[src/design/mouse_host_pkg.sv]
`default_nettype none

package mouse_host_pkg;

  // Register window seen by the processor.
  typedef enum logic [1:0] {
    REG_STATUS = 2'd0,
    REG_X      = 2'd1,
    REG_Y      = 2'd2,
    REG_NONE   = 2'd3
  } reg_addr_t;

  localparam int WORD_BITS = 10; // Width of a read word.

  // Fields of the first packet byte.
  localparam int SYNC_BIT   = 3; // Always one in a valid status byte.
  localparam int X_SIGN_BIT = 4;
  localparam int Y_SIGN_BIT = 5;

endpackage

`default_nettype wire

[src/design/ps2_proto_pkg.sv]
`default_nettype none

package ps2_proto_pkg;

  // Device frame: start bit, eight data bits LSB first, odd parity, stop bit.
  localparam int FRAME_BITS = 11;

  // Host holds the clock line low this long before a command (100 us at 10 MHz).
  localparam int INHIBIT_CYCLES = 1000;

  localparam int INHIBIT_CNT_BITS = $clog2(INHIBIT_CYCLES + 1);

  localparam logic [7:0] CMD_ENABLE = 8'hF4; // Enable data reporting.
  localparam logic [7:0] ACK_BYTE = 8'hFA;

  // Host-to-device transfer.
  typedef enum logic [2:0] {
    TX_INHIBIT,
    TX_START,
    TX_DATA,
    TX_PARITY,
    TX_STOP,
    TX_ACK,   // Ack bit taken, waiting for the device to free the lines.
    TX_DONE
  } tx_state_t;

  // Device-to-host frame.
  typedef enum logic [1:0] {
    RX_IDLE,
    RX_DATA,
    RX_PARITY,
    RX_STOP
  } rx_state_t;

endpackage

`default_nettype wire

[src/design/ps2_ifs.sv]
`timescale 1ns/10ps
`default_nettype none

// Synchronized PS/2 line events and receiver enable.
interface ps2_line_if;
  logic clk_fall;
  logic clk_rise;
  logic data_bit;
  logic clk_level;
  logic rx_enable; // Low while the transmitter owns the lines.

  modport sync (output clk_fall, output clk_rise, output data_bit, output clk_level);
  modport tx (
    input  clk_fall,
    input  clk_rise,
    input  data_bit,
    input  clk_level,
    output rx_enable
  );
  modport rx (input clk_fall, input clk_rise, input data_bit, input clk_level, input rx_enable);
endinterface

// Received byte, valid for one cycle.
interface ps2_byte_if;
  logic [7:0] data;
  logic       valid;
  logic       parity_err;
  logic       frame_err;

  modport rx (output data, output valid, output parity_err, output frame_err);
  modport sink (input data, input valid, input parity_err, input frame_err);
endinterface

`default_nettype wire

[src/design/mouse_packet_regs.sv]
`timescale 1ns/10ps
`default_nettype none

module mouse_packet_regs import mouse_host_pkg::*; (
  input  logic                 clk,
  input  logic                 rst,
  ps2_byte_if.sink             frame,
  input  logic                 io_cs,
  input  reg_addr_t            addr,
  input  logic                 tx_error,
  output logic [WORD_BITS-1:0] data_out,
  output logic                 rda
);

  logic                 ack_seen; // Command reply already skipped.
  logic [1:0]           pos;      // Byte position inside the packet.
  logic [7:0]           status_buf, x_buf;
  logic [7:0]           status_q, x_q, y_q;
  logic                 take;
  logic                 pkt_done;
  logic [WORD_BITS-1:0] read_word;

  assign take     = frame.valid && ack_seen && !frame.parity_err && !frame.frame_err;
  assign pkt_done = take && pos == 2'd2;

  always_ff @(posedge clk or posedge rst) begin
    if (rst) begin
      ack_seen <= 1'b0;
      pos      <= '0;
    end else if (frame.valid) begin
      ack_seen <= 1'b1;
      if (ack_seen) begin
        if (!take) begin
          pos <= '0; // Bad byte drops the packet.
        end else if (pos == 2'd0) begin
          pos <= frame.data[SYNC_BIT] ? 2'd1 : 2'd0;
        end else begin
          pos <= (pos == 2'd2) ? 2'd0 : pos + 2'd1;
        end
      end
    end
  end

  always_ff @(posedge clk) begin
    if (take && pos == 2'd0) status_buf <= frame.data;
    if (take && pos == 2'd1) x_buf <= frame.data;
  end

  always_ff @(posedge clk or posedge rst) begin
    if (rst) begin
      status_q <= '0;
      x_q      <= '0;
      y_q      <= '0;
      rda      <= 1'b0;
      data_out <= '0;
    end else begin
      if (io_cs) begin
        data_out <= read_word;
      end
      if (pkt_done) begin
        status_q <= status_buf;
        x_q      <= x_buf;
        y_q      <= frame.data;
        rda      <= 1'b1; // Newer packet wins over the read.
      end else if (io_cs && addr == REG_Y) begin
        rda <= 1'b0;
      end
    end
  end

  always_comb begin
    case (addr)
      REG_STATUS: read_word = {rda, tx_error, status_q};
      REG_X:      read_word = {{(WORD_BITS - 8){status_q[X_SIGN_BIT]}}, x_q};
      REG_Y:      read_word = {{(WORD_BITS - 8){status_q[Y_SIGN_BIT]}}, y_q};
      default:    read_word = '0;
    endcase
  end

endmodule

`default_nettype wire

[src/design/ps2_cmd_tx.sv]
`timescale 1ns/10ps
`default_nettype none

module ps2_cmd_tx import ps2_proto_pkg::*; (
  input  logic     clk,
  input  logic     rst,
  ps2_line_if.tx   line,
  ps2_byte_if.sink frame,
  output logic     ps2_clk_drive_low,
  output logic     ps2_data_drive_low,
  output logic     tx_error
);

  localparam logic ODD_PAR = ~^CMD_ENABLE;

  tx_state_t                   state;
  logic [INHIBIT_CNT_BITS-1:0] inhibit_cnt;
  logic [7:0]                  shreg;
  logic [2:0]                  bit_cnt;
  logic                        released;   // Clock line seen high after the inhibit.
  logic                        reply_seen;

  always_ff @(posedge clk or posedge rst) begin
    if (rst) begin
      state              <= TX_INHIBIT;
      inhibit_cnt        <= '0;
      shreg              <= CMD_ENABLE;
      bit_cnt            <= '0;
      released           <= 1'b0;
      reply_seen         <= 1'b0;
      ps2_clk_drive_low  <= 1'b0;
      ps2_data_drive_low <= 1'b0;
      tx_error           <= 1'b0;
      line.rx_enable     <= 1'b0;
    end else begin
      case (state)
        TX_INHIBIT: begin
          inhibit_cnt       <= inhibit_cnt + 1'b1;
          ps2_clk_drive_low <= 1'b1;
          if (inhibit_cnt == INHIBIT_CNT_BITS'(INHIBIT_CYCLES - 1)) begin
            ps2_data_drive_low <= 1'b1; // Start bit, request to send.
          end
          if (inhibit_cnt == INHIBIT_CNT_BITS'(INHIBIT_CYCLES)) begin
            ps2_clk_drive_low <= 1'b0;
            state             <= TX_START;
          end
        end
        TX_START: begin
          if (line.clk_rise) begin
            released <= 1'b1;
          end
          // Device drives the clock from here on.
          if (released && line.clk_fall) begin
            ps2_data_drive_low <= ~shreg[0];
            shreg              <= {1'b1, shreg[7:1]};
            bit_cnt            <= '0;
            state              <= TX_DATA;
          end
        end
        TX_DATA: begin
          if (line.clk_fall) begin
            if (bit_cnt == 3'd7) begin
              ps2_data_drive_low <= ~ODD_PAR;
              state              <= TX_PARITY;
            end else begin
              ps2_data_drive_low <= ~shreg[0];
              shreg              <= {1'b1, shreg[7:1]};
              bit_cnt            <= bit_cnt + 3'd1;
            end
          end
        end
        TX_PARITY: begin
          if (line.clk_fall) begin
            ps2_data_drive_low <= 1'b0; // Stop bit is the released line.
            state              <= TX_STOP;
          end
        end
        TX_STOP: begin
          if (line.clk_fall) begin
            if (line.data_bit) begin
              tx_error <= 1'b1; // Device did not pull the ack bit low.
            end
            state <= TX_ACK;
          end
        end
        TX_ACK: begin
          if (line.clk_level && line.data_bit) begin
            line.rx_enable <= 1'b1;
            state          <= TX_DONE;
          end
        end
        TX_DONE: begin
          // First received byte answers the command.
          if (frame.valid && !reply_seen) begin
            reply_seen <= 1'b1;
            if (frame.data != ACK_BYTE || frame.parity_err || frame.frame_err) begin
              tx_error <= 1'b1;
            end
          end
        end
        default: state <= TX_INHIBIT;
      endcase
    end
  end

endmodule

`default_nettype wire

[src/design/ps2_frame_rx.sv]
`timescale 1ns/10ps
`default_nettype none

module ps2_frame_rx import ps2_proto_pkg::*; (
  input  logic   clk,
  input  logic   rst,
  ps2_line_if.rx line,
  ps2_byte_if.rx frame
);

  rx_state_t  state;
  logic [2:0] bit_cnt;
  logic       parity;  // Running XOR of data and parity bits.
  logic [7:0] shreg;

  always_ff @(posedge clk or posedge rst) begin
    if (rst) begin
      state            <= RX_IDLE;
      bit_cnt          <= '0;
      parity           <= 1'b0;
      frame.valid      <= 1'b0;
      frame.parity_err <= 1'b0;
      frame.frame_err  <= 1'b0;
    end else begin
      frame.valid <= 1'b0;
      if (!line.rx_enable) begin
        state <= RX_IDLE;
      end else if (line.clk_fall) begin
        case (state)
          RX_IDLE: begin
            if (!line.data_bit) begin // Start bit.
              state   <= RX_DATA;
              bit_cnt <= '0;
              parity  <= 1'b0;
            end
          end
          RX_DATA: begin
            parity <= parity ^ line.data_bit;
            if (bit_cnt == 3'(FRAME_BITS - 4)) begin
              state <= RX_PARITY;
            end else begin
              bit_cnt <= bit_cnt + 3'd1;
            end
          end
          RX_PARITY: begin
            parity <= parity ^ line.data_bit;
            state  <= RX_STOP;
          end
          RX_STOP: begin
            frame.valid      <= 1'b1;
            frame.parity_err <= ~parity;         // Total must be odd.
            frame.frame_err  <= ~line.data_bit;  // Stop bit must be high.
            state            <= RX_IDLE;
          end
          default: state <= RX_IDLE;
        endcase
      end
    end
  end

  // Data bits arrive LSB first.
  always_ff @(posedge clk) begin
    if (line.clk_fall && state == RX_DATA) begin
      shreg <= {line.data_bit, shreg[7:1]};
    end
  end

  assign frame.data = shreg;

endmodule

`default_nettype wire

[src/design/ps2_line_sync.sv]
`timescale 1ns/10ps
`default_nettype none

module ps2_line_sync (
  input  logic   clk,
  input  logic   rst,
  input  logic   ps2_clk,
  input  logic   ps2_data,
  ps2_line_if.sync line
);

  logic clk_s1, clk_s2, clk_q;
  logic data_s1, data_s2, data_q;

  // Both lines idle high.
  always_ff @(posedge clk or posedge rst) begin
    if (rst) begin
      clk_s1  <= 1'b1;
      clk_s2  <= 1'b1;
      clk_q   <= 1'b1;
      data_s1 <= 1'b1;
      data_s2 <= 1'b1;
      data_q  <= 1'b1;
    end else begin
      clk_s1  <= ps2_clk;
      clk_s2  <= clk_s1;
      clk_q   <= clk_s2; // Previous settled level.
      data_s1 <= ps2_data;
      data_s2 <= data_s1;
      data_q  <= data_s2;
    end
  end

  // Strobes are registered so they line up with data_q.
  always_ff @(posedge clk or posedge rst) begin
    if (rst) begin
      line.clk_fall <= 1'b0;
      line.clk_rise <= 1'b0;
    end else begin
      line.clk_fall <= clk_q & ~clk_s2;
      line.clk_rise <= ~clk_q & clk_s2;
    end
  end

  assign line.data_bit  = data_q;
  assign line.clk_level = clk_q;

endmodule

`default_nettype wire

[src/design/ps2_mouse.sv]
`timescale 1ns/10ps
`default_nettype none

module ps2_mouse import mouse_host_pkg::*; (
  input  logic                 clk,
  input  logic                 rst,
  input  logic                 ps2_clk,            // Sampled line level.
  input  logic                 ps2_data,
  input  logic                 io_cs,
  input  logic [1:0]           addr,
  output logic                 ps2_clk_drive_low,
  output logic                 ps2_data_drive_low,
  output logic [WORD_BITS-1:0] data_out,
  output logic                 rda,
  output logic                 tx_error
);

  ps2_line_if line_if ();
  ps2_byte_if byte_if ();

  ps2_line_sync u_sync (
    .clk      (clk),
    .rst      (rst),
    .ps2_clk  (ps2_clk),
    .ps2_data (ps2_data),
    .line     (line_if.sync)
  );

  ps2_frame_rx u_rx (
    .clk   (clk),
    .rst   (rst),
    .line  (line_if.rx),
    .frame (byte_if.rx)
  );

  ps2_cmd_tx u_tx (
    .clk                (clk),
    .rst                (rst),
    .line               (line_if.tx),
    .frame              (byte_if.sink),
    .ps2_clk_drive_low  (ps2_clk_drive_low),
    .ps2_data_drive_low (ps2_data_drive_low),
    .tx_error           (tx_error)
  );

  mouse_packet_regs u_regs (
    .clk      (clk),
    .rst      (rst),
    .frame    (byte_if.sink),
    .io_cs    (io_cs),
    .addr     (reg_addr_t'(addr)),
    .tx_error (tx_error),
    .data_out (data_out),
    .rda      (rda)
  );

endmodule

`default_nettype wire

[config.mk]
export PLATFORM = sky130hd
export DESIGN_NAME = ps2_mouse
export DESIGN_NICKNAME = d
export VERILOG_FILES = /design/src/design/mouse_host_pkg.sv /design/src/design/ps2_proto_pkg.sv /design/src/design/ps2_ifs.sv /design/src/design/mouse_packet_regs.sv /design/src/design/ps2_cmd_tx.sv /design/src/design/ps2_frame_rx.sv /design/src/design/ps2_line_sync.sv /design/src/design/ps2_mouse.sv
export SDC_FILE = /design/constraint.sdc
export NUM_CORES = 1
export LEC_CHECK = 0
export BUFFER_PORTS_ARGS = -buffer_cell sky130_fd_sc_hd__buf_2
export CAP_MARGIN = 20
export CORE_MARGIN = 4
export CORE_UTILIZATION = 60
export DETAILED_ROUTE_END_ITERATION = 10
export PLACE_DENSITY_LB_ADDON = 0.3
export SYNTH_ARGS = -nofsm -noshare
export SYNTH_HDL_FRONTEND = slang
export SYNTH_SLANG_ARGS = --single-unit
[constraint.sdc]
create_clock -name clk -period 2.6 [get_ports clk]
set_input_delay 0.13 -clock clk [delete_from_list [all_inputs] [get_ports clk]]
set_output_delay 0.13 -clock clk [all_outputs]
set_load 0.03 [all_outputs]
==> summary.md <==
| Metric | Value |
|---|---|
| Worst Hold Depth | 2 |
| Post-route minimum period | 1.71 ns |
| Power, Total | 2.77 mW |
| Avg Inst Size Synth | 13.1 µm² |
| Sum Neg Setup Slack | 0 ns |
| Post-CTS Repair Setup Buffers | 0 |
| Via count | 2533 |
| RSZ-0062 raised after global routing | no |
| Power share of the clock group | 34.6% |
| RR Startpoint | u_tx.state[1] |
| Critical Path AT | 1.94 ns |
| Layout Skew | 0.0112 ns |
| # setup viols final | 0 |
| Synth unique cells | 45 |
| Placement-stage cell area | 0.00456 mm² |
| Kind of critical path | reg2reg |
| Initial Util | 62.9% |
| Core area | 0.00694 mm² |
| Die width | 93.3 µm |
| FILL cells | 501 |
| Crit. End Element | register |
| Fin nets | 378 |
| Hold WC Path Type | in2reg |
| DRC viols | 0 |
| Flop2flop setup slack | 0.89 ns |
| Post-route worst setup slack | 0.894 ns |
| FMAX | 0.586 GHz |
| Routed Antenna Nets | 0 |
| Grt ovf | 0 |
| Via-to-Cell Ratio | 5.49 |
| Crit Path Max Fanout | 15 |
| # diodes | 0 |
| Commonest cells in the netlist | dfrtp_1, mux2_2, a21oi_1 |
| Root Buffer | clkbuf_8 |
| Outcome | finished, final reports clean |
| Synthesized flop and latch total | 105 |
| Reg2Reg Depth | 3 |
| Top_reg_cell synth | dfrtp_1 |
| Ranking of synthesized cells by area | dfrtp_1, edfxtp_1, mux2_2, dfstp_2, ha_1 |
| Initial antenna violation count | 0 |
| Post-synth EDFFs | 24 |
| Post-route cell area | 0.00478 mm² |
| Layout cell share with drive strength beyond 1 | 22.2% |
| Slew margin rel. | 44.4% |
| DP Worst Slack | 0.909 ns |
| IO Pins | 21 |
| Final wirelength | 6930 µm |
| Iteration-0 DRC Markers | 71 |
| Port Buffer Count | 20 |
| Longest Clk Path Bufs | 2 |
| CTS buffer count | 9 |
| Combinational power share | 3.6% |
| Sequential share of power | 61.8% |
| Sequential-to-total area share from yosys stat | 63.1% |
| Yosys warning count | 0 |
| Clock sinks | 105 |
| Vias in the first global route | 2588 |
| CP required | 2.84 ns |
| Sw frac | 21.8% |
| Most frequent cell after synthesis | dfrtp_1 |
| Worst skew pair latency | 0.35 ns |
| DR WL/cell | 15.0 µm |
| Maximum VDD drop | 0.534 mV |
| Fraction of registers with async set/reset | 77.1% |
| Leakage power | 2.18 nW |
| DP HPWL | 4760 µm |
| Largest net degree at the start of global routing | 50 |
| GRT Overall Usage | 17.9% |
| Startpoint Class | register |
| Final Non-Filler Cells | 461 |
| P_int | 2.16 mW |
| Inst Count DP | 442 |
| Number of max-cap violations | 0 |
| Fin. max-slew vios | 0 |
| Mapped Area | 0.00437 mm² |
| Synthesized instance count | 334 |
| Cell Pwr Density | 579 mW/mm² |
| CTS clock-pin slew for the worst setup and hold paths | 0.09 ns |
| Switching power | 0.604 mW |
| Slew @ Worst Pin | 0.833 ns |
| Routability cong. | 0.758 |
| Hold EP | u_regs.data_out[4] |
| Chip height | 93.3 µm |
| TritonCTS clock tree | built |
| Placement row count | 30 |
| Die area | 0.00871 mm² |
| H-tree levels | 3 |
| Period utilization | 65.6% |
| Reg2reg end | u_tx.shreg[0] |
| Synth-to-Final Area Change | 9.46% |
| Area leader, netlist | dfrtp_1 |
| Synth top area share | 42.4% |
| Worst hold start | io_cs |
| Final Hold Viols | 0 |
| First-pass GRT wire length | 12300 µm |
| Drt first pass iters | 4 |
| Post-synth net total | 352 |
[placed cells by master, fill, tap and decap left out, types with 6 or more instances in the layout]
cell type / synthesis / layout
buf_2: 4 / 20
mux2_2: 28 / 28
mux2i_1: 10 / 10
o21ai_0: 12 / 12
inv_1: 10 / 9
xnor2_1: 7 / 7
a21oi_1: 25 / 25
nand2_1: 20 / 20
a22o_1: 7 / 7
dfrtp_1: 74 / 74
ha_1: 11 / 11
edfxtp_1: 24 / 24
nor2_1: 23 / 23
nand2b_1: 6 / 6
nand3_1: 8 / 8
dfstp_2: 7 / 7
clkbuf_8: 0 / 10
[repair_timing]
action / in CTS / in global routing
endpoints found under the setup margin: 0 / 0
hold buffers: 3 / 0
hold endpoints to repair: 46 / 0
gates resized for setup: 0 / 0
[cells by family (layout without fill, tap and decap cells)]
group           count (synthesis)  count (layout)  synth area share (%)
xor+xnor                        9               9                  1.81
fa+ha+maj                      11              11                  3.15
mux                            39              39                  9.86
simple gates                   93              93                  11.9
flops                         105             105                  63.1
compound gates                 56              56                  7.82
buf+inv                        21              52                  2.35
[metrics by stage]
step	utilization [%]	hold slack, ns
final	68.8	0.187
after detailed placement	65.6	0.237
after global placement	65.6	0.237
after global routing	68.8	0.183
after CTS	68.8	0.180
after floorplan	-	0.134
[final cells by class]
| class | count | area (µm²) | share of cell area [%] |
|---|---|---|---|
| clock buffers | 13 | 170 | 3.56 |
| clock inverters | 3 | 21.3 | 0.445 |
| well taps | 96 | 120 | 2.51 |
| flip-flops and latches | 105 | 2760 | 57.7 |
| inverters | 10 | 38.8 | 0.812 |
| multi-input cells | 208 | 1510 | 31.5 |
| repair buffers | 26 | 165 | 3.46 |
[state kept, by name, summed over array words and instances (netlist names), 4 cells and up]
name and count:
u_rx.frame.data 8, u_regs.status_buf 8, u_regs.status_q 8, u_regs.data_out 10, u_tx.shreg 4, u_regs.y_q 8, u_regs.x_buf 8, u_regs.x_q 8
u_tx.inhibit_cnt 10
[critical path, stage by stage (launching register included)]
cell	delay [ns]
dfrtp_1	0.64
and3b_1	0.25
o21ai_2	0.33
mux2_2	0.38
[worst max path at each step]
stage                  startpoint         endpoint  slack, ns
finish              u_tx.state[1]    u_tx.shreg[0]       0.89
global route        u_tx.state[1]    u_tx.shreg[1]       0.76
CTS                 u_tx.state[1]    u_tx.shreg[0]       0.89
detailed placement  u_tx.state[1]    u_tx.shreg[1]       0.91
global placement    u_tx.state[1]    u_tx.shreg[0]       0.94
floorplan                     rst  u_regs.ack_seen       0.40
[per-layer routing]
layer / global-route usage, % / vias up / wire (µm)
met2: 29.2 / 35 / 3360
met5: 0 / - / 0
met4: 4.64 / 0 / 61
met1: 24.6 / 1260 / 3300
li1: - / 1233 / -
met3: 3.94 / 5 / 212
[power groups by stage]
| stage | clock (mW) | sequential [mW] | combinational, mW |
|---|---|---|---|
| floorplan | 0 | 1.76 | 0.0475 |
| global placement | 0 | 1.74 | 0.0989 |
| detailed placement | 0 | 1.74 | 0.101 |
| CTS | 0.977 | 1.71 | 0.104 |
| global route | 1.06 | 1.71 | 0.115 |
| finish | 0.957 | 1.71 | 0.101 |
Note: power is estimated with default switching activity, not from simulation.
